## config.mk

```make
export PLATFORM = sky130hd
export DESIGN_NAME = alu_csr
export DESIGN_NICKNAME = d
export VERILOG_FILES = /design/src/rtl/simd_alu_pkg.sv /design/src/rtl/alu_csr.sv
export SDC_FILE = /design/constraint.sdc
export NUM_CORES = 1
export LEC_CHECK = 0
export BUFFER_PORTS_ARGS = -buffer_cell sky130_fd_sc_hd__buf_2
export CAP_MARGIN = 5
export CELL_PAD_IN_SITES_DETAIL_PLACEMENT = 1
export CELL_PAD_IN_SITES_GLOBAL_PLACEMENT = 2
export CORE_AREA = 2 2 39 41
export DETAILED_ROUTE_END_ITERATION = 8
export DIE_AREA = 0 0 41 43
export PLACE_DENSITY = 0.51
export SYNTH_ARGS = -nofsm -noshare
export SYNTH_HDL_FRONTEND = slang
export SYNTH_SLANG_ARGS = --single-unit
```

## constraint.sdc

```tcl
create_clock -name clk_i -period 0.8 [get_ports clk_i]
set_input_delay 0.04 -clock clk_i [delete_from_list [all_inputs] [get_ports clk_i]]
set_output_delay 0.04 -clock clk_i [all_outputs]
set_load 0.005 [all_outputs]
```

## src/rtl/simd_alu_pkg.sv

```systemverilog
/*
 * Shared types, encodings and element helpers for the SIMD integer ALU.
 * Every datapath unit imports this package and splits the 64-bit word into
 * elements with the helper functions below.
 */

package simd_alu_pkg;

  localparam int unsigned ElenBits  = 64;
  localparam int unsigned NumLanes8 = ElenBits / 8;
  // Two guard bits keep any sum or difference of extended elements exact
  localparam int unsigned ExtBits   = ElenBits + 2;

  typedef logic [ElenBits-1:0]  elen_t;
  typedef logic [NumLanes8-1:0] lane_flags_t;
  typedef logic [ExtBits-1:0]   ext_t;

  typedef enum logic [1:0] {
    EW8  = 2'd0,
    EW16 = 2'd1,
    EW32 = 2'd2,
    EW64 = 2'd3
  } vew_e;

  // Fixed-point rounding modes
  typedef enum logic [1:0] {
    RNU = 2'd0,
    RNE = 2'd1,
    RDN = 2'd2,
    ROD = 2'd3
  } vxrm_e;

  typedef enum logic [4:0] {
    VADD, VSUB, VRSUB,
    VSADDU, VSADD, VSSUBU, VSSUB,
    VAADDU, VAADD,
    VAND, VOR, VXOR,
    VSLL, VSRL, VSRA,
    VMINU, VMIN, VMAXU, VMAX,
    VMSEQ, VMSNE, VMSLTU, VMSLT, VMSLEU, VMSLE, VMSGTU, VMSGT
  } alu_op_e;

  typedef struct packed {
    alu_op_e op;
    elen_t   opa;
    elen_t   opb;
  } alu_req_t;

  typedef struct packed {
    vew_e  vew;
    vxrm_e vxrm;
  } alu_cfg_t;

  ////////////////////////////////////////
  // Element helpers

  function automatic int unsigned ew_bits(vew_e vew);
    return 8 << vew;
  endfunction

  function automatic int unsigned ew_count(vew_e vew);
    return NumLanes8 >> vew;
  endfunction

  function automatic elen_t ew_mask(vew_e vew);
    return (vew == EW64) ? '1 : (elen_t'(1) << ew_bits(vew)) - elen_t'(1);
  endfunction

  // Element idx, zero or sign extended to the full guarded width
  function automatic ext_t elem_ext(elen_t word, vew_e vew, int unsigned idx, logic sgn);
    elen_t mask;
    elen_t val;
    logic  msb;
    mask = ew_mask(vew);
    val  = (word >> (idx * ew_bits(vew))) & mask;
    msb  = sgn & val[ew_bits(vew) - 1];
    return {{2{msb}}, val | (msb ? ~mask : '0)};
  endfunction

  // Merge val into element idx of a word whose slot is still zero
  function automatic elen_t elem_put(elen_t word, vew_e vew, int unsigned idx, elen_t val);
    return word | ((val & ew_mask(vew)) << (idx * ew_bits(vew)));
  endfunction

endpackage

```

## src/rtl/alu_csr.sv

```systemverilog
/*
 * Configuration and status block of the SIMD ALU.
 * Holds element width and rounding mode from the config strobe, and the
 * sticky saturation flag raised by writeback and cleared by any config write.
 */

`timescale 1ns/1ns

module alu_csr (
  input  logic                  clk_i,
  input  logic                  reset_i,
  input  logic                  cfg_we_i,
  input  simd_alu_pkg::alu_cfg_t cfg_i,
  input  logic                  sat_set_i,
  output simd_alu_pkg::alu_cfg_t cfg_o,
  output logic                  vxsat_o
);

  import simd_alu_pkg::*;

  always_ff @(posedge clk_i) begin
    if (reset_i) begin
      cfg_o.vew  <= EW8;
      cfg_o.vxrm <= RNU;
    end else if (cfg_we_i) begin
      cfg_o <= cfg_i;
    end
  end

  // Set has priority over the clear from a config write
  always_ff @(posedge clk_i) begin
    if (reset_i) begin
      vxsat_o <= 1'b0;
    end else if (sat_set_i) begin
      vxsat_o <= 1'b1;
    end else if (cfg_we_i) begin
      vxsat_o <= 1'b0;
    end
  end

endmodule

```

==> After elaboration in Yosys (flattened, before gate mapping) <==
Cells that the tools add are included.
{ "op_classes": {"n_mux": 2, "n_div": 0, "mul": 0, "eq_ne": 0, "order_cmp": 0, "reduce_logical": 1, "bitwise": 0, "addsub": 0, "shift": 0} }
{ "op_table": {"columns": ["operator", "count"], "rows": [
  ["$mux W1", 2],
  ["$reduce_bool A2 Y1", 1]
]} }
{ "word_totals": {"romBits": 0, "latch_bits": 0, "word_cells": 6, "input_bits": 8, "ff_bits": 5, "ram_bits": 0, "output_inout_bits": 5, "mem_count": 0} }

==> Logic depth before layout (Yosys ltp) <==
{ "depth": {"word_depth": 2, "ltp_mapped": 3, "ltp_nobuf": 2} }

==> Least setup slack after synthesis <==
No wires, ideal clock.
{ "synth_path": {"path_kind": "flip-flop to flip-flop", "startpoint": "register vxsat_o (netlist name)", "endpoint": "register vxsat_o", "t_required_ns": 0.734, "setup_ns": 0.066, "path_slack_ns": 0.233, "arrival_time_ns": 0.501, "period_less_slack_ns": 0.567, "path_stages_with_launch": 3, "n_path_buf": 0, "cell_sequence": "dfxtp_1 nand2b_1 a21oi_2"} }
{ "synth_rtl": {"columns": ["item", "line_no", "source"], "rows": [
  ["end signal, assigned", "alu_csr.sv:33", "vxsat_o <= 1'b0;"],
  ["end signal, assigned", "alu_csr.sv:35", "vxsat_o <= 1'b1;"],
  ["end signal, assigned", "alu_csr.sv:37", "vxsat_o <= 1'b0;"],
  ["end, declared", "alu_csr.sv:16", "output logic vxsat_o"]
]} }

==> Worst setup path after layout <==
{ "layout_path": {"startpoint": "register cfg_o[0] in the netlist's numbering", "endpoint": "output port cfg_o[0] in the netlist's numbering"} }
{ "layout_rtl": {"columns": ["item", "line_no", "source"], "rows": [
  ["start, declared", "alu_csr.sv:15", "output simd_alu_pkg::alu_cfg_t cfg_o,"],
  ["start signal, assigned", "alu_csr.sv:26", "cfg_o <= cfg_i;"]
]} }
No word-level cell between the ends.

==> Flow_metrics.wiki <==
{| class="wikitable"
! Metric !! Value
|-
| Outcome || finished, final reports clean
|-
| Headroom to the max-slew limit || 90.46%
|-
| Total count of hold-check failures in the final report || 0
|-
| Drt initial violations || 0
|-
| Crit-path leading delay family || flip-flops
|-
| DRC || 0
|-
| Total power density per cell area || 2244 mW/mm^2
|-
| Max cap viols || 0
|-
| Area inside the core boundary || 0.001384 mm^2
|-
| Min-delay worst type || input port to flop
|-
| Setup slack of the most critical reg-to-reg path || 0.21 ns
|-
| Transition at the pin with the smallest max-transition slack || 0.1391 ns
|-
| Critical Path End Type || output port
|-
| Overall power || 0.6288 mW
|-
| Dominant combinational cell family by area after synthesis || multiplexers
|-
| Net Count, Synth || 25
|-
| LEAKAGE || 0.1484 nW
|-
| Setup TNS Final || 0 ns
|-
| Antenna violations before repair || 0
|-
| Maximum fanout along the worst path || 2
|-
| List of most frequent post-synthesis cells || sky130_fd_sc_hd__dfxtp_1, sky130_fd_sc_hd__mux2i_1, sky130_fd_sc_hd__nor2_1
|-
| Synth Warn # || 0
|-
| Critical path data arrival time || 0.67 ns
|-
| Inserted Clock Buffers || 3
|-
| Share of the synthesized netlist area taken by xor and xnor gates || 0%
|-
| Final clock skew || 0 ns
|-
| Die W || 41 um
|-
| Std cell rows || 14
|-
| Share of async-settable or async-resettable flops after synthesis || 0%
|-
| Post-synthesis cell type with the largest combined area || sky130_fd_sc_hd__dfxtp_1
|-
| Leading register cell type out of synthesis || sky130_fd_sc_hd__dfxtp_1
|-
| Number of enable-type register cells in the synthesized netlist || 0
|-
| DR vias/cell || 3.396
|-
| Area fraction of the dominant cell type after synthesis || 54.05%
|-
| Ranking of synthesized cells by area || sky130_fd_sc_hd__dfxtp_1, sky130_fd_sc_hd__mux2i_1, sky130_fd_sc_hd__nor2_1
|-
| TritonCTS clock tree || built
|-
| Critical setup path kind || flop to output port
|-
| Most repeated cell in the gate-level netlist after synthesis || sky130_fd_sc_hd__dfxtp_1
|-
| Launching element type of the critical path || flop
|-
| Placed wire-length estimate after detailed placement || 321.1 um
|-
| Flops & latches, synth || 5
|-
| Synth Area in Adders || 0%
|-
| First-pass GRT wire length || 641 um
|-
| Number of antenna-violating nets in the routed design || 0
|-
| Area of the mapped netlist || 185.2 um^2
|-
| Post-synthesis area per instance || 10.89 um^2
|-
| Post-synthesis to final-layout area growth || 51.35%
|-
| Clock tree root driver cell || sky130_fd_sc_hd__clkbuf_4
|-
| Share of cells above drive strength 1 || 50.00%
|-
| RSZ-0062 raised after global routing || false
|-
| Skew-Pair Late Insertion Delay || 0.24 ns
|-
| Number of buffer and inverter instances along the worst setup path || 1
|-
| Top-Level Pins || 13
|-
| VDD IR max || 0.0004048 V
|-
| Number of post-CTS setup repair buffers || 0
|-
| Fin crit period || 0.7114 ns
|-
| Largest net degree at the start of global routing || 6
|-
| Count of final max-slew check failures || 0
|-
| DRT Pass-1 Iters || 1
|-
| Maximum root-to-sink buffer count || 2
|-
| Average wire per cell in the routed design || 8.479 um
|-
| Portion of the post-synthesis area used by sequential elements || 54.05%
|-
| Critical-path cell with the highest stage delay || sky130_fd_sc_hd__dfxtp_1
|-
| Worst slack on hold paths || 0.01702 ns
|-
| Highest clock rate || 1.406 GHz
|-
| Final setup fails || 0
|-
| Post-layout net count || 41
|-
| Portion of netlist area occupied by mux cells || 21.62%
|-
| Clock slew at reported path FFs || 0.04 ns
|-
| Port bufs || 12
|-
| Via count of the first global-routing pass || 183
|-
| Residual overflow from global routing || 0
|-
| Ordered cell list for the critical path || buf_2
|-
| Number of hold-repair buffers added at the cts stage || 0
|-
| Cells resized by post-CTS repair || 0
|-
| Simple-gate portion of the synthesized area || 11.49%
|-
| # H-tree levels || 1
|-
| Clock sink total || 5
|-
| Final cycle utilization of the critical path || 88.93%
|-
| Required time of the critical path || 0.76 ns
|-
| Final core utilization || 20.25%
|-
| Total Routing Usage GR || 6.030%
|-
| Starting utilization of the core area || 13.38%
|-
| Number of standard cells after synthesis || 17
|-
| Max stage delay on crit path || 0.32 ns
|-
| Synth unique cells || 7
|-
| Synthesized-area fraction occupied by ao, oa, aoi and oai cells || 4.730%
|-
| Number of inserted diodes || 0
|-
| Total Wirelength || 407 um
|-
| Last weighted congestion value of the routability-driven placer || 0.4908
|-
| Vert. Die Dim || 43 um
|-
| Die area || 0.001763 mm^2
|-
| Vias post-DR || 163
|}
[through the flow]
step           std cells  instance area, um^2  worst slack [ns]
2_1_floorplan         17                185.2            0.2335
3_3_place_gp          44                254.0            0.2346
3_5_place_dp          44                254.0            0.1966
4_1_cts               48                280.3           0.07516
5_1_grt               48                280.3           0.04351
6_report              48                280.3           0.08857
[layout make-up]
type	count	area, um^2
multi-input combinational	10	70.07
sequential	5	100.1
inverter	1	3.754
fill	176	1104
clock buffer	4	26.28
timing repair buffer	12	60.06
tap	16	20.02
[worst paths after layout]
path                 start        to  cells past startpoint
setup / recovery  cfg_o[0]  cfg_o[0]                      1
hold / removal     reset_i   vxsat_o                      2
setup reg to reg  cfg_o[2]  cfg_o[2]                      2
hold reg to reg    vxsat_o   vxsat_o                      2
[registers in the layout, indices dropped and copies added (netlist names)]
register	cells
vxsat_o	1
cfg_o	4
[cells by family (layout without fill, tap and decap cells)]
kind of cell	Yosys count	count (layout)
simple gates	5	5
compound gates	1	1
flops	5	5
mux	4	4
buf+inv	2	17
[power breakdown]
part	internal, mW	switching, mW	leakage, nW
clock network	0.189	0.104	0.0150
registers	0.265	0.00632	0.0414
logic	0.0363	0.0285	0.0920
[cell usage in the layout, fill, tap and decap left out]
cell                       count
sky130_fd_sc_hd__a21oi_2       1
sky130_fd_sc_hd__buf_2        12
sky130_fd_sc_hd__clkbuf_1      1
sky130_fd_sc_hd__clkbuf_4      3
sky130_fd_sc_hd__dfxtp_1       5
sky130_fd_sc_hd__inv_1         1
sky130_fd_sc_hd__mux2i_1       4
sky130_fd_sc_hd__nand2b_1      1
sky130_fd_sc_hd__nor2_1        4
[routing by layer]
metal / global-route usage [%] / vias to the layer above / part of all wire [%]
met3: 1.571 / 0 / 7.1
met1: 5.806 / 73 / 38
li1: - / 83 / -
met2: 7.500 / 7 / 55
met5: 0 / - / 0
met4: 10.00 / 0 / 0
Power figures use the tool's default switching activity.
