[src/rtl/simd_alu_pkg.sv]
/*
 * Shared types, encodings and element helpers for the SIMD integer ALU.
 * Every datapath unit imports this package and splits the 64-bit word into
 * elements with the helper functions below.
 */

package simd_alu_pkg;

  localparam int unsigned ElenBits  = 64;
  localparam int unsigned NumLanes8 = ElenBits / 8;
  // Two guard bits keep any sum or difference of extended elements exact
  localparam int unsigned ExtBits   = ElenBits + 2;

  typedef logic [ElenBits-1:0]  elen_t;
  typedef logic [NumLanes8-1:0] lane_flags_t;
  typedef logic [ExtBits-1:0]   ext_t;

  typedef enum logic [1:0] {
    EW8  = 2'd0,
    EW16 = 2'd1,
    EW32 = 2'd2,
    EW64 = 2'd3
  } vew_e;

  // Fixed-point rounding modes
  typedef enum logic [1:0] {
    RNU = 2'd0,
    RNE = 2'd1,
    RDN = 2'd2,
    ROD = 2'd3
  } vxrm_e;

  typedef enum logic [4:0] {
    VADD, VSUB, VRSUB,
    VSADDU, VSADD, VSSUBU, VSSUB,
    VAADDU, VAADD,
    VAND, VOR, VXOR,
    VSLL, VSRL, VSRA,
    VMINU, VMIN, VMAXU, VMAX,
    VMSEQ, VMSNE, VMSLTU, VMSLT, VMSLEU, VMSLE, VMSGTU, VMSGT
  } alu_op_e;

  typedef struct packed {
    alu_op_e op;
    elen_t   opa;
    elen_t   opb;
  } alu_req_t;

  typedef struct packed {
    vew_e  vew;
    vxrm_e vxrm;
  } alu_cfg_t;

  ////////////////////////////////////////
  // Element helpers

  function automatic int unsigned ew_bits(vew_e vew);
    return 8 << vew;
  endfunction

  function automatic int unsigned ew_count(vew_e vew);
    return NumLanes8 >> vew;
  endfunction

  function automatic elen_t ew_mask(vew_e vew);
    return (vew == EW64) ? '1 : (elen_t'(1) << ew_bits(vew)) - elen_t'(1);
  endfunction

  // Element idx, zero or sign extended to the full guarded width
  function automatic ext_t elem_ext(elen_t word, vew_e vew, int unsigned idx, logic sgn);
    elen_t mask;
    elen_t val;
    logic  msb;
    mask = ew_mask(vew);
    val  = (word >> (idx * ew_bits(vew))) & mask;
    msb  = sgn & val[ew_bits(vew) - 1];
    return {{2{msb}}, val | (msb ? ~mask : '0)};
  endfunction

  // Merge val into element idx of a word whose slot is still zero
  function automatic elen_t elem_put(elen_t word, vew_e vew, int unsigned idx, elen_t val);
    return word | ((val & ew_mask(vew)) << (idx * ew_bits(vew)));
  endfunction

endpackage

[src/rtl/alu_writeback.sv]
/*
 * Result selection and output register of the SIMD ALU.
 * Logic ops are computed here, min/max and compares are built from the
 * lane flags, and the chosen word is registered with valid.
 */

`timescale 1ns/1ns

module alu_writeback (
  input  logic                      clk_i,
  input  logic                      reset_i,
  input  logic                      valid_i,
  input  simd_alu_pkg::alu_req_t    req_i,
  input  simd_alu_pkg::alu_cfg_t    cfg_i,
  input  simd_alu_pkg::lane_flags_t less_i,
  input  simd_alu_pkg::lane_flags_t equal_i,
  input  simd_alu_pkg::elen_t       add_res_i,
  input  simd_alu_pkg::lane_flags_t sat_lanes_i,
  input  simd_alu_pkg::elen_t       shift_res_i,
  output simd_alu_pkg::elen_t       result_o,
  output logic                      valid_o,
  output logic                      sat_set_o
);

  import simd_alu_pkg::*;

  logic        is_max;
  lane_flags_t head;
  lane_flags_t flags;
  elen_t       pick_b;
  elen_t       cmp_word;
  elen_t       res_d;

  assign is_max = req_i.op inside {VMAX, VMAXU};

  ////////////////////////////////////////
  // Lane masks for min/max and compares

  always_comb begin
    head     = '0;
    pick_b   = '0;
    cmp_word = '0;
    for (int j = 0; j < NumLanes8; j++) begin
      head[j] = (j & ((1 << cfg_i.vew) - 1)) == 0;
      // Every byte follows the flag of its element's lowest lane
      pick_b[8*j +: 8] = {8{less_i[(j >> cfg_i.vew) << cfg_i.vew] ^ is_max}};
      cmp_word[8*j]    = head[j] & flags[j];
    end
  end

  always_comb begin
    unique case (req_i.op)
      VMSEQ:          flags = equal_i;
      VMSNE:          flags = ~equal_i;
      VMSLT, VMSLTU:  flags = less_i;
      VMSLE, VMSLEU:  flags = less_i | equal_i;
      VMSGT, VMSGTU:  flags = ~(less_i | equal_i);
      default:        flags = '0;
    endcase
  end

  ////////////////////////////////////////
  // Result select

  always_comb begin
    unique case (req_i.op)
      VADD, VSUB, VRSUB, VSADDU, VSADD, VSSUBU, VSSUB,
      VAADDU, VAADD:            res_d = add_res_i;
      VAND:                     res_d = req_i.opa & req_i.opb;
      VOR:                      res_d = req_i.opa | req_i.opb;
      VXOR:                     res_d = req_i.opa ^ req_i.opb;
      VSLL, VSRL, VSRA:         res_d = shift_res_i;
      VMINU, VMIN, VMAXU, VMAX: res_d = (req_i.opb & pick_b) | (req_i.opa & ~pick_b);
      VMSEQ, VMSNE, VMSLTU, VMSLT, VMSLEU, VMSLE,
      VMSGTU, VMSGT:            res_d = cmp_word;
      default:                  res_d = '0;
    endcase
  end

  // Adder flags lanes only for saturating ops
  assign sat_set_o = valid_i & (|sat_lanes_i);

  always_ff @(posedge clk_i) begin
    if (reset_i) begin
      valid_o  <= 1'b0;
      result_o <= '0;
    end else begin
      valid_o <= valid_i;
      if (valid_i) begin
        result_o <= res_d;
      end
    end
  end

endmodule

[config.mk]
export PLATFORM = sky130hd
export DESIGN_NAME = alu_writeback
export DESIGN_NICKNAME = d
export VERILOG_FILES = /design/src/rtl/simd_alu_pkg.sv /design/src/rtl/alu_writeback.sv
export SDC_FILE = /design/constraint.sdc
export NUM_CORES = 1
export LEC_CHECK = 0
export BUFFER_PORTS_ARGS = -buffer_cell sky130_fd_sc_hd__buf_2
export CORE_ASPECT_RATIO = 0.9
export CORE_MARGIN = 4
export CORE_UTILIZATION = 45
export CTS_CLUSTER_DIAMETER = 30
export DETAILED_ROUTE_END_ITERATION = 12
export PLACE_DENSITY = 0.77
export SYNTH_ARGS = -nofsm -noshare
export SYNTH_HDL_FRONTEND = slang
export SYNTH_SLANG_ARGS = --single-unit
export TNS_END_PERCENT = 30
[constraint.sdc]
create_clock -name clk_i -period 4.2 [get_ports clk_i]
set_clock_uncertainty 0.15 [all_clocks]
set_input_delay 0.84 -clock clk_i [delete_from_list [all_inputs] [get_ports clk_i]]
set_output_delay 0.84 -clock clk_i [all_outputs]
set_load 0.05 [all_outputs]
# After elaboration in Yosys (flattened, before gate mapping)
# Cells that the tools add are included.
[op_classes]
n_addsub = 1
mul = 0
n_div = 0
magnitude_cmp = 8
eq_ne = 26
n_shift = 17
mux = 26
n_bitwise = 26
reduce_logical = 17
[op_table]
columns = ["cell", "count"]
rows = [
  ["case mux 64 bit (7 select lines)", 1],
  ["< comparator 32 x 5 -> 1 bit, second input constant", 8],
  ["<< shifter 32 x 2 -> 32 bit", 8],
  ["logical NOT 32 bit", 7],
  ["bitwise AND 64 bit", 3],
  ["OR 64 bit", 2],
  [">> shifter 3 x 2 -> 32 bit, first input constant", 4],
  ["NOT 64 bit", 1],
  [">> shifter 1 x 2 -> 32 bit, first input constant", 2],
  [">> shifter 2 x 2 -> 32 bit, first input constant", 2],
  ["XOR 64 bit", 1],
  ["== test 5 bit, second input constant", 11],
  ["== test 5 x 4 -> 1 bit, second input constant", 8],
  ["case mux 8 bit (5 select lines)", 1],
  ["binary-select mux 1 bit (select 3 bit)", 8],
  ["== test 5 x 3 -> 1 bit, second input constant", 4],
  ["two-way mux 1 bit", 16],
  ["NOT 8 bit", 2],
  ["OR reduction 8 bit", 2],
  ["== test 5 x 2 -> 1 bit, second input constant", 2],
  ["OR reduction 9 bit", 1],
  ["bitwise AND 1 bit", 8],
  ["OR 8 bit", 1],
  ["XOR 1 bit", 8],
  ["other kinds (8)", 10],
]
[totals]
reg_bits = 65
latch_bits = 0
mem_bits_rw = 0
romBits = 0
input_bits = 292
output_inout_bits = 66
mem_count = 0

# Logic depth before layout (Yosys ltp)
[logic_depth]
depth_word = 10
ltp_mapped = 11
mapped_depth_nobuf = 9

# Least setup slack after synthesis
# No wires, ideal clock.
[synth_path]
kind = "input to output"
from = "input valid_i"
to = "output sat_set_o"
arrival_ns = 2.409
required_time_ns = 3.210
path_slack_ns = 0.801
stages = 5
n_path_buf = 3
cell_sequence = "clkbuf_1 > inv_1 > clkbuf_1 > buf_1 > a21oi_1"
[synth_via]
elab_chain_len = 1
[synth_lines]
columns = ["element", "line", "source"]
rows = [
  ["start: declaration", "alu_writeback.sv:12", "input logic valid_i,"],
  ["bitwise AND 1 bit", "alu_writeback.sv:81", "assign sat_set_o = valid_i & (|sat_lanes_i);"],
  ["end: declaration", "alu_writeback.sv:22", "output logic sat_set_o"],
]
# Every way passes these cells.

# Final worst setup path
[layout_path]
from = "input cfg_i[3] (netlist name)"
to = "register result_o[57]"
[layout_via]
elab_chain_len = 10
word_cells_on_any_way = 11
cone_classes = "2 x shift; 4 x mux; 5 x bitwise"
[layout_lines]
columns = ["element", "line", "source"]
rows = [
  ["start: declaration", "alu_writeback.sv:14", "input simd_alu_pkg::alu_cfg_t cfg_i,"],
  [">> shifter 3 x 2 -> 32 bit", "alu_writeback.sv:46", "pick_b[8*j +: 8] = {8{less_i[(j >> cfg_i.vew) << cfg_i.vew] ^ is_max}};"],
  ["<< shifter 32 x 2 -> 32 bit (*)", "alu_writeback.sv:46", ""],
  ["binary-select mux 1 bit (select 3 bit) (*)", "alu_writeback.sv:46", ""],
  ["two-way mux 1 bit (implied by the code) (*) (2 in a row)", "alu_writeback.sv:46", ""],
  ["XOR 1 bit (*)", "alu_writeback.sv:46", ""],
  ["NOT 64 bit", "alu_writeback.sv:73", "VMINU, VMIN, VMAXU, VMAX: res_d = (req_i.opb & pick_b) | (req_i.opa & ~pick_b);"],
  ["bitwise AND 64 bit", "alu_writeback.sv:73", ""],
  ["OR 64 bit (*)", "alu_writeback.sv:73", ""],
  ["case mux 64 bit (7 select lines) (*)", "alu_writeback.sv:66", "unique case (req_i.op)"],
  ["end signal: assignment", "alu_writeback.sv:90", "result_o <= res_d;"],
  ["end: declaration", "alu_writeback.sv:20", "output simd_alu_pkg::elen_t result_o,"],
]
# Every way passes the cells marked *; elsewhere a longest branch is shown, timed or not. The select of a mux whose other input is x is not followed.
# A chain may end at the register's enable or synchronous reset.

==> reports/qor.txt <==
================================================================================
Number of top-level design ports                                             358
Via count of the first global-routing pass                                  8963
Fraction of final layout cells sized beyond drive strength 1               31.6%
Setup TNS                                                                   0 ps
Leakage component of the power                                           5.24 nW
Warning count from the yosys run                                               0
Sink count of the clock tree                                                  65
Routability-driven placement congestion ratio                              0.892
Status                                                              complete, no violations
Nets                                                                        1732
Maximum level of the CTS H-tree                                                3
Number of antenna violations at the first check in global routing              3
Number of buffers added to fix hold violations after cts                       0
Async S/R FF share, synth                                                     0%
Setup fix buffers added after clock tree synthesis                             0
Distinct cell type count of the synthesized netlist                           63
Height of the die                                                         133 um
Root buffer selected by CTS                                            clkbuf_16
Area contributors post-synth                                        ha_1 21%, dfxtp_1 17%, mux2i_1 8.0%
Layout Area Growth over Synthesis                                          30.1%
Number of cells traversed by the worst register-to-register path               4
DRC errors left                                                                0
Area of placed instances                                                9790 um2
Required time worst endpoint                                             4330 ps
Critical-path maximum fanout                                                   9
Class of the worst hold path                                          reg -> reg
Total non-filler cell area in the finished layout                      10100 um2
Smallest setup slack after layout                                        1190 ps
Worst-case clock buffer depth                                                  2
Overall Global Routing Usage                                               29.5%
Wire length after detailed routing                                       30.1 mm
Initial standard-cell utilization of the core                              45.9%
Worst Path Class, Setup                                                in -> reg
Most used DFF post-synth                                                 dfxtp_1
Wire per inst                                                            19.7 um
Data arrival at the endpoint of the critical path                        3140 ps
Fraction of the cycle the final worst path needs                           71.7%
Wire length of the first global-routing pass                             46.7 mm
Register-to-register setup slack                                         2630 ps
Final critical path time including I/O delays and setup                  3010 ps
Die area                                                               19400 um2
Num CTS Buffers                                                                9
Largest area contributor in the synthesized netlist                         ha_1
Kind of end point of the critical path                                      flop
Placement Rows                                                                45
Reg2reg start                                                       result_o[57]$_SDFFE_PP0P_
Clock tree from TritonCTS                                                  built
Drt first-iter violations                                                    633
Top cell type's share of synthesized area                                  20.8%
Via count of the routed design                                              9074
Number of enable-type register cells in the synthesized netlist                0
Average instance area after synthesis                                   7.87 um2
Half-perimeter wire length after placement                               23.1 mm
WHS Endpoint                                                        result_o[1]$_SDFFE_PP0P_
Sequential-to-total area share from yosys stat                             16.8%
Number of stages on the worst hold path                                        2
Final global-route overflow total                                              0
Setup Viol. Count Final                                                        0
Synthesized netlist cell count                                               986
Synth Net Count                                                             1407
Post-Syn Area                                                           7760 um2
Kind of launch point of the worst setup path                        primary input
Cts repair resizes                                                             0
Total power                                                              2.32 mW
Max-cap violations                                                             0
Core area                                                              16900 um2
VDD IR max                                                              0.158 mV
Insertion delay to the later sink of the worst-skew pair                  340 ps
Endpoint of the worst-slack reg-to-reg timing path                  result_o[57]$_SDFFE_PP0P_
Power density cells                                                   230 nW/um2
Post-synthesis register bit count                                             65
Unrepaired setup endpoints after global routing                               no
Count of antenna-violating nets left after detailed routing                    0
Avg Vias per Cell                                                           5.93
Worst Max-Slew Pin Slew                                                  1070 ps
Startpoint of the lowest-slack hold path                            result_o[1]$_SDFFE_PP0P_
Max Clk Rate                                                             332 MHz
Clk slew on worst S/H paths                                                60 ps
Rel. slew slack                                                            28.3%
Largest net degree at the start of global routing                             39
IO buf count                                                                 355
Final hold violation count                                                     0
Chip width                                                                146 um
Detailed-router iteration count before antenna repair                          6
Pins Over Slew Limit                                                           0
Post-place setup slack                                                    855 ps
================================================================================
metrics by stage:
| stage | utilization [%] | hold slack (ps) | cells |
|---|---|---|---|
| after floorplan | - | 524 | 986 |
| after global placement | 57.9 | 279 | 1511 |
| after detailed placement | 57.9 | 288 | 1511 |
| after CTS | 59.7 | 301 | 1527 |
| after global routing | 59.7 | 342 | 1528 |
| final | 59.7 | 301 | 1529 |
state kept, by name, summed over array words and instances, names as in the netlist:
name,cells
result_o,64
valid_o,1
cells in the mapped netlist (3+ instances only):
cell       instances
o211ai_1          13
a31oi_1            7
inv_1            133
nand2b_1           3
nand3b_1           4
o21a_1             3
nor2_1            44
o21bai_1           4
buf_2             12
nand3_1            5
nor3b_1            3
a221o_1           17
o21ai_0           40
a21oi_1           38
nand2_1          115
a22o_1             3
a311oi_1           3
ha_1             129
nor3_1             5
a221oi_1          32
clkbuf_1          50
nand4_1            4
mux2i_1           62
xnor2_2            4
a22oi_1           51
a222oi_1          24
a211oi_1          31
o2111ai_1         36
nor2b_1            6
dfxtp_1           65
placed cells by master, fill, tap and decap left out, types with 32 or more instances in the layout:
cell type and count:
a21oi_1 36, a221oi_1 32, a22oi_1 51, buf_2 355, dfxtp_1 65, ha_1 129, inv_1 133, mux2i_1 62
nand2_1 115, nor2_1 43, o2111ai_1 36, o21ai_0 39
per-layer routing:
metal	GRT usage, %	up-vias	wire (um)
met3	7.40	61	2700
li1	-	4311	-
met4	11.2	4	833
met2	50.1	426	14300
met5	0	-	20
met1	35.9	4272	12300
worst max path at each step:
stage | start | endpoint | slack (ps) | cells past startpoint
global route | cfg_i[3] | result_o[57]$_SDFFE_PP0P_ | 970 | 9
global placement | cfg_i[3] | result_o[57]$_SDFFE_PP0P_ | 890 | 9
floorplan | valid_i | sat_set_o | 800 | 5
finish | cfg_i[3] | result_o[57]$_SDFFE_PP0P_ | 1190 | 9
CTS | req_i[128] | result_o[8]$_SDFFE_PP0P_ | 1220 | 6
detailed placement | cfg_i[3] | result_o[57]$_SDFFE_PP0P_ | 850 | 9
logic make-up (layout without fill, tap and decap cells):
group                      Yosys count  in the layout  share of synthesized area [%]
AOI/OAI and AO/OA                  319            319                           31.1
and+or+nand+nor                    204            204                           11.7
buffers and inverters              199            529                           9.97
adders and majority gates          129            129                           20.8
DFF                                 65             65                           16.8
muxes                               62             62                           8.00
xor gates and xnor gates             8              8                           1.63
other                                0              2                              0
power breakdown:
part	switching [mW]	leakage, nW	internal (mW)
Sequential	0.0208	0.530	0.650
Clock	0.308	0.142	0.474
Combinational	0.525	4.57	0.340
worst max-delay path: stages:
cell	delay (ps)
buf_2	180
nor2_4	170
inv_1	90
ha_1	330
o311ai_2	390
nor3_1	100
nor4_2	660
a221oi_1	240
nor2_1	130
layout make-up:
class	count	area [um2]
fillers	1507	6800
flip-flops and latches	65	1300
well taps	211	264
inverters	133	499
clock buffers	11	243
clock inverters	5	55.1
repair buffers	380	2000
multi-input cells	722	5720
diodes	2	5.00
Note: power is estimated with default switching activity, not from simulation.
